[config.mk]
export PLATFORM = sky130hd
export DESIGN_NAME = fir_subsystem
export DESIGN_NICKNAME = d
export VERILOG_FILES = /design/src/design/fir_pkg.sv /design/src/design/dual_port_ram.sv /design/src/design/fir_filter_serial.sv /design/src/design/fir_subsystem.sv
export VERILOG_INCLUDE_DIRS = /design/src /design/src/design
export SDC_FILE = /design/constraint.sdc
export NUM_CORES = 1
export LEC_CHECK = 0
export BUFFER_PORTS_ARGS = -buffer_cell sky130_fd_sc_hd__buf_2
export CORE_ASPECT_RATIO = 0.9
export CORE_UTILIZATION = 67
export DETAILED_ROUTE_END_ITERATION = 16
export PLACE_DENSITY = 0.93
export REMOVE_ABC_BUFFERS = 1
export SLEW_MARGIN = 20
export SYNTH_ARGS = -nofsm -noshare
export SYNTH_HDL_FRONTEND = slang
export SYNTH_SLANG_ARGS = --single-unit
[constraint.sdc]
create_clock -name clock -period 18.4 [get_ports clock]
set_input_delay 3.68 -clock clock [delete_from_list [all_inputs] [get_ports clock]]
set_output_delay 3.68 -clock clock [all_outputs]
set_load 0.005 [all_outputs]
[src/design/fir_params.svh]
// FIR filter configuration macros for widths, tap count and output scaling
`ifndef FIR_PARAMS_SVH
`define FIR_PARAMS_SVH

// Width of the input and output samples
`define FIR_DATA_WIDTH 16

// Width of the coefficients, which are Q1.15
`define FIR_TAP_WIDTH 16

// Maximum number of taps and depth of both RAMs, a power of two
`define FIR_MAX_TAPS 16

// Address width of the tap RAM and of the delay line
`define FIR_ADDR_WIDTH 4

// Accumulator width, with headroom for 16 full-scale products
`define FIR_ACC_WIDTH 40

// Arithmetic right shift from the accumulator to the output sample
`define FIR_OUT_SHIFT 15

// Width of the routing tag carried with each sample
`define FIR_DEST_WIDTH 8

`endif

[src/design/fir_pkg.sv]
// FIR filter package with the data, coefficient, accumulator and index types
`default_nettype none

`include "fir_params.svh"

package fir_pkg;

    // Signed sample word on the input and output streams
    typedef logic signed [`FIR_DATA_WIDTH-1:0] sample_t;

    // Signed Q1.15 coefficient word
    typedef logic signed [`FIR_TAP_WIDTH-1:0] tap_t;

    // Accumulator of the multiply-accumulate datapath
    typedef logic signed [`FIR_ACC_WIDTH-1:0] acc_t;

    // Address of both RAMs, also used as the tap index
    typedef logic [`FIR_ADDR_WIDTH-1:0] addr_t;

    // Number of valid history samples, from 0 up to the RAM depth
    typedef logic [`FIR_ADDR_WIDTH:0] count_t;

    // Routing tag that follows a sample through the filter
    typedef logic [`FIR_DEST_WIDTH-1:0] dest_t;

endpackage

`default_nettype wire

[src/design/dual_port_ram.sv]
// Simple dual-port RAM with one write port and one registered read port
`timescale 1ns/1ps
`default_nettype none

`include "fir_params.svh"

module dual_port_ram #(
    parameter type word_t = logic [15:0]
) (
    input  logic           clock,

    // Write port
    input  fir_pkg::addr_t waddr,
    input  word_t          wdata,
    input  logic           we,

    // Read port, data returns one cycle after the address
    input  fir_pkg::addr_t raddr,
    output word_t          rdata
);

    // One word per tap position
    word_t memory [`FIR_MAX_TAPS];

    always_ff @(posedge clock) begin
        if (we) begin
            memory[waddr] <= wdata;
        end
    end

    // The read samples the array before this edge's write lands, so a word
    // written at one edge is seen by a read addressed at the next edge
    always_ff @(posedge clock) begin
        rdata <= memory[raddr];
    end

    // A write to an unknown address would corrupt an unknown word
    property p_write_addr_known;
        @(posedge clock) we |-> !$isunknown(waddr);
    endproperty

    a_write_addr_known: assert property (p_write_addr_known)
        else $error("RAM write with unknown address");

endmodule

`default_nettype wire

[src/design/fir_filter_serial.sv]
// Serial FIR core with one multiplier, circular delay line and writable taps
`timescale 1ns/1ps
`default_nettype none

`include "fir_params.svh"

module fir_filter_serial (
    input  logic             clock,
    input  logic             reset,

    // Configuration and tap load
    input  fir_pkg::addr_t   n_taps,
    input  fir_pkg::addr_t   tap_addr,
    input  fir_pkg::tap_t    tap_data,
    input  logic             tap_write,

    // Input stream
    input  fir_pkg::sample_t in_data,
    input  fir_pkg::dest_t   in_dest,
    input  logic             in_valid,
    output logic             in_ready,

    // Output stream
    output fir_pkg::sample_t out_data,
    output fir_pkg::dest_t   out_dest,
    output logic             out_valid,
    input  logic             out_ready
);

    typedef enum logic [1:0] {
        state_idle,
        state_run,
        state_hold
    } state_t;

    state_t state;

    logic accept;

    // Pointer to the newest sample in the delay line
    fir_pkg::addr_t write_ptr;

    // Number of samples written since reset, saturating at the depth
    fir_pkg::count_t fill_count;

    // Address stage of the MAC pipeline
    fir_pkg::addr_t tap_index;
    logic           issuing;

    // Data stage, aligned with the RAM read data
    fir_pkg::addr_t tap_index_d;
    logic           term_valid_d;
    logic           mac_en;

    // Set for one cycle after the last product has been accumulated
    logic acc_done;

    fir_pkg::acc_t acc;

    fir_pkg::tap_t    tap_rdata;
    fir_pkg::sample_t sample_rdata;
    fir_pkg::addr_t   delay_raddr;

    logic signed [2*`FIR_DATA_WIDTH-1:0] product;
    fir_pkg::acc_t                       term_product;

    assign accept = in_valid && in_ready;

    // Newest sample sits at write_ptr, older ones at decreasing addresses
    assign delay_raddr = write_ptr - tap_index;

    dual_port_ram #(
        .word_t (fir_pkg::tap_t)
    ) tap_memory (
        .clock (clock),
        .waddr (tap_addr),
        .wdata (tap_data),
        .we    (tap_write),
        .raddr (tap_index),
        .rdata (tap_rdata)
    );

    dual_port_ram #(
        .word_t (fir_pkg::sample_t)
    ) delay_line (
        .clock (clock),
        .waddr (write_ptr + 1'b1),
        .wdata (in_data),
        .we    (accept),
        .raddr (delay_raddr),
        .rdata (sample_rdata)
    );

    assign product = tap_rdata * sample_rdata;

    // Terms reaching back past the first sample since reset read stale RAM words
    assign term_product = term_valid_d ? fir_pkg::acc_t'(product) : '0;

    // Control state and handshake flags
    always_ff @(posedge clock) begin
        if (reset) begin
            state      <= state_idle;
            in_ready   <= 1'b1;
            out_valid  <= 1'b0;
            write_ptr  <= '0;
            fill_count <= '0;
            issuing    <= 1'b0;
            mac_en     <= 1'b0;
            acc_done   <= 1'b0;
        end else begin
            mac_en   <= 1'b0;
            acc_done <= 1'b0;
            case (state)
                state_idle: begin
                    if (accept) begin
                        state     <= state_run;
                        in_ready  <= 1'b0;
                        issuing   <= 1'b1;
                        write_ptr <= write_ptr + 1'b1;
                        if (fill_count != `FIR_MAX_TAPS) begin
                            fill_count <= fill_count + 1'b1;
                        end
                    end
                end
                state_run: begin
                    mac_en <= issuing;
                    if (issuing && tap_index == n_taps) begin
                        issuing <= 1'b0;
                    end
                    acc_done <= mac_en && tap_index_d == n_taps;
                    if (acc_done) begin
                        state     <= state_hold;
                        out_valid <= 1'b1;
                    end
                end
                state_hold: begin
                    // Result is held until the sink takes it
                    if (out_ready) begin
                        state     <= state_idle;
                        out_valid <= 1'b0;
                        in_ready  <= 1'b1;
                    end
                end
                default: begin
                    state <= state_idle;
                end
            endcase
        end
    end

    // Tap index, MAC datapath and output register
    always_ff @(posedge clock) begin
        if (accept) begin
            tap_index <= '0;
            acc       <= '0;
            out_dest  <= in_dest;
        end else if (state == state_run) begin
            if (issuing && tap_index != n_taps) begin
                tap_index <= tap_index + 1'b1;
            end
            tap_index_d  <= tap_index;
            term_valid_d <= fir_pkg::count_t'(tap_index) < fill_count;
            if (mac_en) begin
                acc <= acc + term_product;
            end
            if (acc_done) begin
                out_data <= fir_pkg::sample_t'(acc >>> `FIR_OUT_SHIFT);
            end
        end
    end

    // A stalled result must not change under the sink
    property p_output_stable;
        @(posedge clock) disable iff (reset)
        out_valid && !out_ready |=> $stable(out_data) && $stable(out_dest);
    endproperty

    a_output_stable: assert property (p_output_stable)
        else $error("Output changed while stalled");

    // Only one sample is in flight, so input and output never overlap
    property p_one_in_flight;
        @(posedge clock) disable iff (reset)
        !(in_ready && out_valid);
    endproperty

    a_one_in_flight: assert property (p_one_in_flight)
        else $error("in_ready and out_valid high together");

endmodule

`default_nettype wire

[src/design/fir_subsystem.sv]
// FIR subsystem top level exposing the sample streams and the tap-load port
`timescale 1ns/1ps
`default_nettype none

module fir_subsystem (
    input  logic             clock,
    input  logic             reset,

    // Configuration and tap load
    input  fir_pkg::addr_t   n_taps,
    input  fir_pkg::addr_t   tap_addr,
    input  fir_pkg::tap_t    tap_data,
    input  logic             tap_write,

    // Input stream
    input  fir_pkg::sample_t in_data,
    input  fir_pkg::dest_t   in_dest,
    input  logic             in_valid,
    output logic             in_ready,

    // Output stream
    output fir_pkg::sample_t out_data,
    output fir_pkg::dest_t   out_dest,
    output logic             out_valid,
    input  logic             out_ready
);

    // Single serial core, one computation in flight at a time
    fir_filter_serial i_core (
        .clock     (clock),
        .reset     (reset),
        .n_taps    (n_taps),
        .tap_addr  (tap_addr),
        .tap_data  (tap_data),
        .tap_write (tap_write),
        .in_data   (in_data),
        .in_dest   (in_dest),
        .in_valid  (in_valid),
        .in_ready  (in_ready),
        .out_data  (out_data),
        .out_dest  (out_dest),
        .out_valid (out_valid),
        .out_ready (out_ready)
    );

endmodule

`default_nettype wire

After elaboration in Yosys (flattened, before gate mapping):

Memory sizes are Yosys's and may differ from the RTL's. A register that Yosys moved wholly into a read port is not among the register bits.
Cells that the tools add are included.

* flip-flop bits (word level): 89
* memories: 2
* input bits: 53
* bits in writable memories: 512
* output and inout bits: 26
* logic and storage cells: 72

* reductions and logical operators: 19
* magnitude comparators: 1
* $mul: 1
* bitwise gates (word level): 2
* equality and inequality tests: 10
* mux-type cells: 18
* add/sub/neg operators: 5

Memories
* i_core.delay_line.memory: words 16, bits a word 16, rd ports 1, clocked after memory_dff 1, wr ports 1, RTL line dual_port_ram.sv:23 `` word_t memory [`FIR_MAX_TAPS]; ``
* i_core.tap_memory.memory: words 16, bits a word 16, rd ports 1, clocked after memory_dff 1, wr ports 1, RTL line dual_port_ram.sv:23

Operators by type and width (count)
* adder 40 bit: 1
* two-way mux 40 bit: 1
* multiplier 16 x 16 -> 32 bit: 1
* AND reduction 3 bit: 6
* two-way mux 1 bit: 10
* adder 4 x 1 -> 4 bit (second input constant): 2
* equality test 4 bit: 2
* AND reduction 2 bit: 4
* two-way mux 2 bit: 3
* inequality test 2 x 1 -> 1 bit (second input constant): 3
* one-hot mux 1 bit (2 select lines): 3
* one-hot mux 2 bit (3 select lines): 1
* nonzero test 2 bit: 3
* adder 5 x 1 -> 5 bit (second input constant): 1
* < comparator 4 x 5 -> 1 bit: 1
* inequality test 5 bit (second input constant): 1
* logical AND 1 bit: 4
* inequality test 4 bit: 1
* subtractor 4 bit: 1
* equality test 2 x 1 -> 1 bit (second input constant): 1
* equality test 2 bit (second input constant): 1
* zero test 2 bit: 1
* inequality test 2 bit (second input constant): 1
* inverter 1 bit: 2
* OR reduction 2 bit: 1

Logic depth before layout (Yosys ltp):

* depth after elaboration: 4
* mapped depth: 33
* mapped depth without buffers: 31

Cells and area by module:

From an unflattened synthesis, not the netlist that was laid out.

* cells, all modules: 2441
* area total of the unflattened synthesis: 34324.2 sq um

Modules (own cells, without submodules)
* dual_port_ram: cells each 432, instances 2, sequential area each 8007.7 sq um, area each 10043.4 sq um
* fir_filter_serial: cells each 1577, instances 1, sequential area each 1891.8 sq um, area each 14237.4 sq um

Least setup slack after synthesis:

Ideal clock, no wire load.

* kind: flip-flop to flip-flop
* start point: register i_core.tap_memory.rdata[15] in the netlist's numbering, read port of i_core.tap_memory.memory
* end point: register i_core.acc[30]
* cell stages (with the launch flop): 28
* path slack: 10.962 ns
* setup time: 0.072 ns
* buffers on the path: 2
* period minus slack after synthesis: 7.438 ns
* arrival: 7.366 ns
* data required time: 18.328 ns
* cells stage by stage: dfxtp_1 -> clkbuf_1 -> nand2_1 -> fa_1 -> inv_1 -> fa_1 -> fa_1 -> fa_1 -> fa_1 -> inv_1 -> fa_1 -> inv_1 -> ha_1 -> a21o_1 -> a21o_1 -> a21o_1 -> o21ai_1 -> nand2_1 -> o311ai_1 -> ha_1 -> clkbuf_1 -> a21o_1 -> a21oi_1 -> inv_1 -> o41a_1 -> or2_1 -> mux2i_1 -> mux2i_1

* longest elaborated chain between the ends: 3

RTL lines
* from (decl): RTL line dual_port_ram.sv:19 `output word_t rdata`
* multiplier 16 x 16 -> 32 bit: RTL line fir_filter_serial.sv:94 `assign product = tap_rdata * sample_rdata;`
* two-way mux 40 bit: RTL line fir_filter_serial.sv:97 `assign term_product = term_valid_d ? fir_pkg::acc_t'(product) : '0;`
* adder 40 bit: RTL line fir_filter_serial.sv:164 `acc <= acc + term_product;`
* to (signal assigned): RTL line fir_filter_serial.sv:164
* to (decl): RTL line fir_filter_serial.sv:58 `fir_pkg::acc_t acc;`

Every way passes these cells.
A chain may end at the register's enable or synchronous reset.

Worst setup path in the final report:

* start point: register i_core.delay_line.rdata[12] in the netlist's numbering, read port of i_core.delay_line.memory
* end point: register i_core.acc[30]

* longest elaborated chain between the ends: 3

RTL lines (RTL line)
* from (decl): dual_port_ram.sv:19
* multiplier 16 x 16 -> 32 bit: fir_filter_serial.sv:94
* two-way mux 40 bit: fir_filter_serial.sv:97
* adder 40 bit: fir_filter_serial.sv:164

Every way passes these cells.

==> results.yml <==
finish:
  fin_area_sq_um: 37800
  final-seq-area_sq_um: 17900
  fin_nets: 2983
  multi_input_area_sq_um: 15200
  num-fill-cells: 2764
  syn_to_final_growth_pct: 9.21
  utilization: 0.746
  layout-drive-gt1-share: 0.145
critical_path:
  timing.critical_path.required_ns: 18.99
  crit_end: "i_core.acc[30]$_SDFFE_PP0P_"
  crit_path_start: "i_core.delay_line.rdata[12]$_DFF_P_"
  r2r_slack_ns: 10.12
  r2r_end: "i_core.acc[30]$_SDFFE_PP0P_"
  start_kind: "register"
  reg2regPathDepth: 25
  endpoint_kind: "register"
  worstReg2RegStart: "i_core.delay_line.rdata[12]$_DFF_P_"
  worst-endpoint-arrival_ns: 8.87
  criticalPathCategory: "reg -> reg"
  cp_max_fo: 16
clock_tree:
  cts.sinks: 624
  htreeDepth: 2
  clockRootBuffer: "clkbuf_16"
  cts_tree: "done"
  ctsLongestPathBuffers: 3
  clk_latency_ns: 0.65
  ctsResizeCount: 0
  cts_hold_buffers: 0
  post-cts-setup-buffers: 0
  cts_made_buffers: 59
  clk_pin_slew_ns: 0.07
floorplanning:
  die_w_um: 242
  core_sq_um: 50700
  start_util: 0.683
  ios: 79
  num_rows: 78
  dieArea_sq_um: 52500
  fp.dieH_um: 218
placement:
  port_buffers: 78
  dpl_cell_area_sq_um: 35900
  gp_congestion: 0.937
  dp.final_hpwl_um: 53600
yosys:
  synthFlopType: "edfxtp_1"
  synth_common_cells: "edfxtp_1 (541), inv_1 (320), fa_1 (258), nand2_1 (205), mux4_2 (144)"
  syn_area_sq_um: 34600
  async_flop_share: 0
  synth_most_common_cell: "edfxtp_1"
  ys_warn_count: 0
  ys_ff_latch: 624
  syn_area_per_cell_sq_um: 14.1
  synth_cell_types: 66
  synth_edf_count: 541
  seq_area_frac_synth: 0.518
  synth.area.top_cells: "edfxtp_1 (47%), fa_1 (15%), mux4_2 (9.4%)"
  syn_inst: 2459
  yosys.area.top_type: "edfxtp_1"
  netlist.area_leader.share: 0.470
sta:
  slew_viol_final: 0
  worst_slew_pin_slew_ns: 1.03
  hold_viol: 0
  setup_viol: 0
  relSlewSlack: 0.311
  fin_skew_ns: 0.0300
  rsz0062_at_grt: "false"
  max_freq_ghz: 0.121
  setup_tns_ns: 0
  fin_crit_ns: 8.28
  fin_crit_sh: 0.450
detailed_routing:
  wl_per_cell_um: 26.4
  wirelength_um: 86600
  drtPass1Iterations: 7
  antenna_left: 0
  vias: 21200
  drc: 0
  drt_iter0_markers: 2662
  vias_per_cell: 6.48
run:
  drv_cap: 0
min_path:
  hp-class: "reg -> reg"
  hold_depth: 2
global_routing:
  grt_pass1_vias: 22500
  grt_use_total: 0.339
  antenna_found_initial: 3
  gr-total-overflow: 0
  grt_max_degree: 73
  grt_pass1_wl_um: 132000
run_status:
  status: "complete, no violations"
layer usage:
metal  GRT usage  vias up  wire length (um)
met2       0.579     1446             43700
met5           0        -                 0
met3      0.0700      422              8910
met4       0.186        0              5380
met1       0.408    10600             28600
li1            -     8799                 -
kinds of logic (layout without fill, tap and decap cells):
| group | count (synthesis) | count (layout) | synth area share |
|---|---|---|---|
| buffers and inverters | 414 | 551 | 0.0454 |
| AND/OR/NAND/NOR | 560 | 560 | 0.0787 |
| multiplexers | 169 | 169 | 0.101 |
| AO/OA/AOI/OAI | 242 | 242 | 0.0458 |
| XOR/XNOR | 68 | 68 | 0.0172 |
| flip-flops | 624 | 624 | 0.518 |
| other | 0 | 2 | 0 |
| adder cells (fa/ha/maj) | 382 | 382 | 0.194 |
how the worst min path moves through the flow:
stage	slack [ns]	start	end
3_3_place_gp	0.44	i_core.acc[6]$_SDFFE_PP0P_	i_core.acc[6]$_SDFFE_PP0P_
4_1_cts	0.46	i_core.acc[12]$_SDFFE_PP0P_	i_core.acc[12]$_SDFFE_PP0P_
2_1_floorplan	0.42	i_core.acc[30]$_SDFFE_PP0P_	i_core.out_data[15]$_DFFE_PP_
3_5_place_dp	0.45	i_core.acc[12]$_SDFFE_PP0P_	i_core.acc[12]$_SDFFE_PP0P_
6_report	0.46	i_core.acc[6]$_SDFFE_PP0P_	i_core.acc[6]$_SDFFE_PP0P_
5_1_grt	0.49	i_core.acc[7]$_SDFFE_PP0P_	i_core.acc[7]$_SDFFE_PP0P_
critical path, cell delays in order (launching register included):
cell       delay (ns)
dfxtp_1          0.95
nand2_1          0.23
fa_1             0.55
inv_1            0.06
fa_1             0.48
fa_1             0.55
fa_1             0.44
fa_1             0.49
inv_1            0.05
fa_1             0.48
inv_1            0.04
ha_1             0.38
a211o_1          0.37
o2111ai_1        0.36
a311oi_1         0.23
o21ai_1          0.30
nand2_1          0.09
o311ai_1         0.28
ha_1             0.37
a21o_1           0.23
a21oi_1          0.20
inv_1            0.06
o41a_1           0.42
or2_1            0.22
mux2i_1          0.18
mux2i_1          0.19
layout make-up:
| cell class | count | area share |
|---|---|---|
| Tap cell | 680 | 0.0225 |
| Clock inverter | 25 | 0.00705 |
| Multi-Input combinational cell | 1421 | 0.402 |
| Sequential cell | 624 | 0.474 |
| Timing Repair Buffer | 120 | 0.0187 |
| Antenna cell | 2 | 0.000132 |
| Clock buffer | 84 | 0.0432 |
| Inverter | 322 | 0.0320 |
stage by stage:
step	setup WS, ns	hold slack, ns	instances
floorplan	11.11	0.421	2367
global placement	10.54	0.445	3167
detailed placement	10.31	0.451	3167
CTS	10.22	0.460	3276
global route	9.75	0.487	3277
finish	10.12	0.460	3278
registers in the layout, summed over array words and instances, names as in the netlist:
name,flops
i_core.tap_memory.memory,256
i_core.write_ptr,4
i_core.out_data,16
i_core.issuing,1
i_core.delay_line.memory,256
i_core.fill_count,5
i_core.tap_memory.rdata,16
i_core.mac_en,1
i_core.in_ready,1
i_core.out_valid,1
i_core.tap_index_d,4
i_core.term_valid_d,1
i_core.acc_done,1
i_core.delay_line.rdata,16
i_core.state,2
i_core.acc,31
i_core.out_dest,8
i_core.tap_index,4
cells in the final DEF, fill, tap and decap left out, types with 25 or more instances in the layout:
| cell type | count |
|---|---|
| nand2_1 | 205 |
| edfxtp_1 | 541 |
| xnor2_1 | 47 |
| clkbuf_16 | 60 |
| nor2_1 | 101 |
| a21oi_1 | 85 |
| o21ai_0 | 27 |
| dfxtp_1 | 81 |
| inv_1 | 320 |
| buf_4 | 42 |
| a211oi_1 | 26 |
| ha_1 | 123 |
| mux4_2 | 144 |
| nor2b_1 | 25 |
| fa_1 | 257 |
| and2_1 | 122 |
| buf_2 | 78 |
| a21o_1 | 29 |
Power is not shown: default switching activity piles up to over one toggle a cycle in this logic, so the estimate is an artifact.
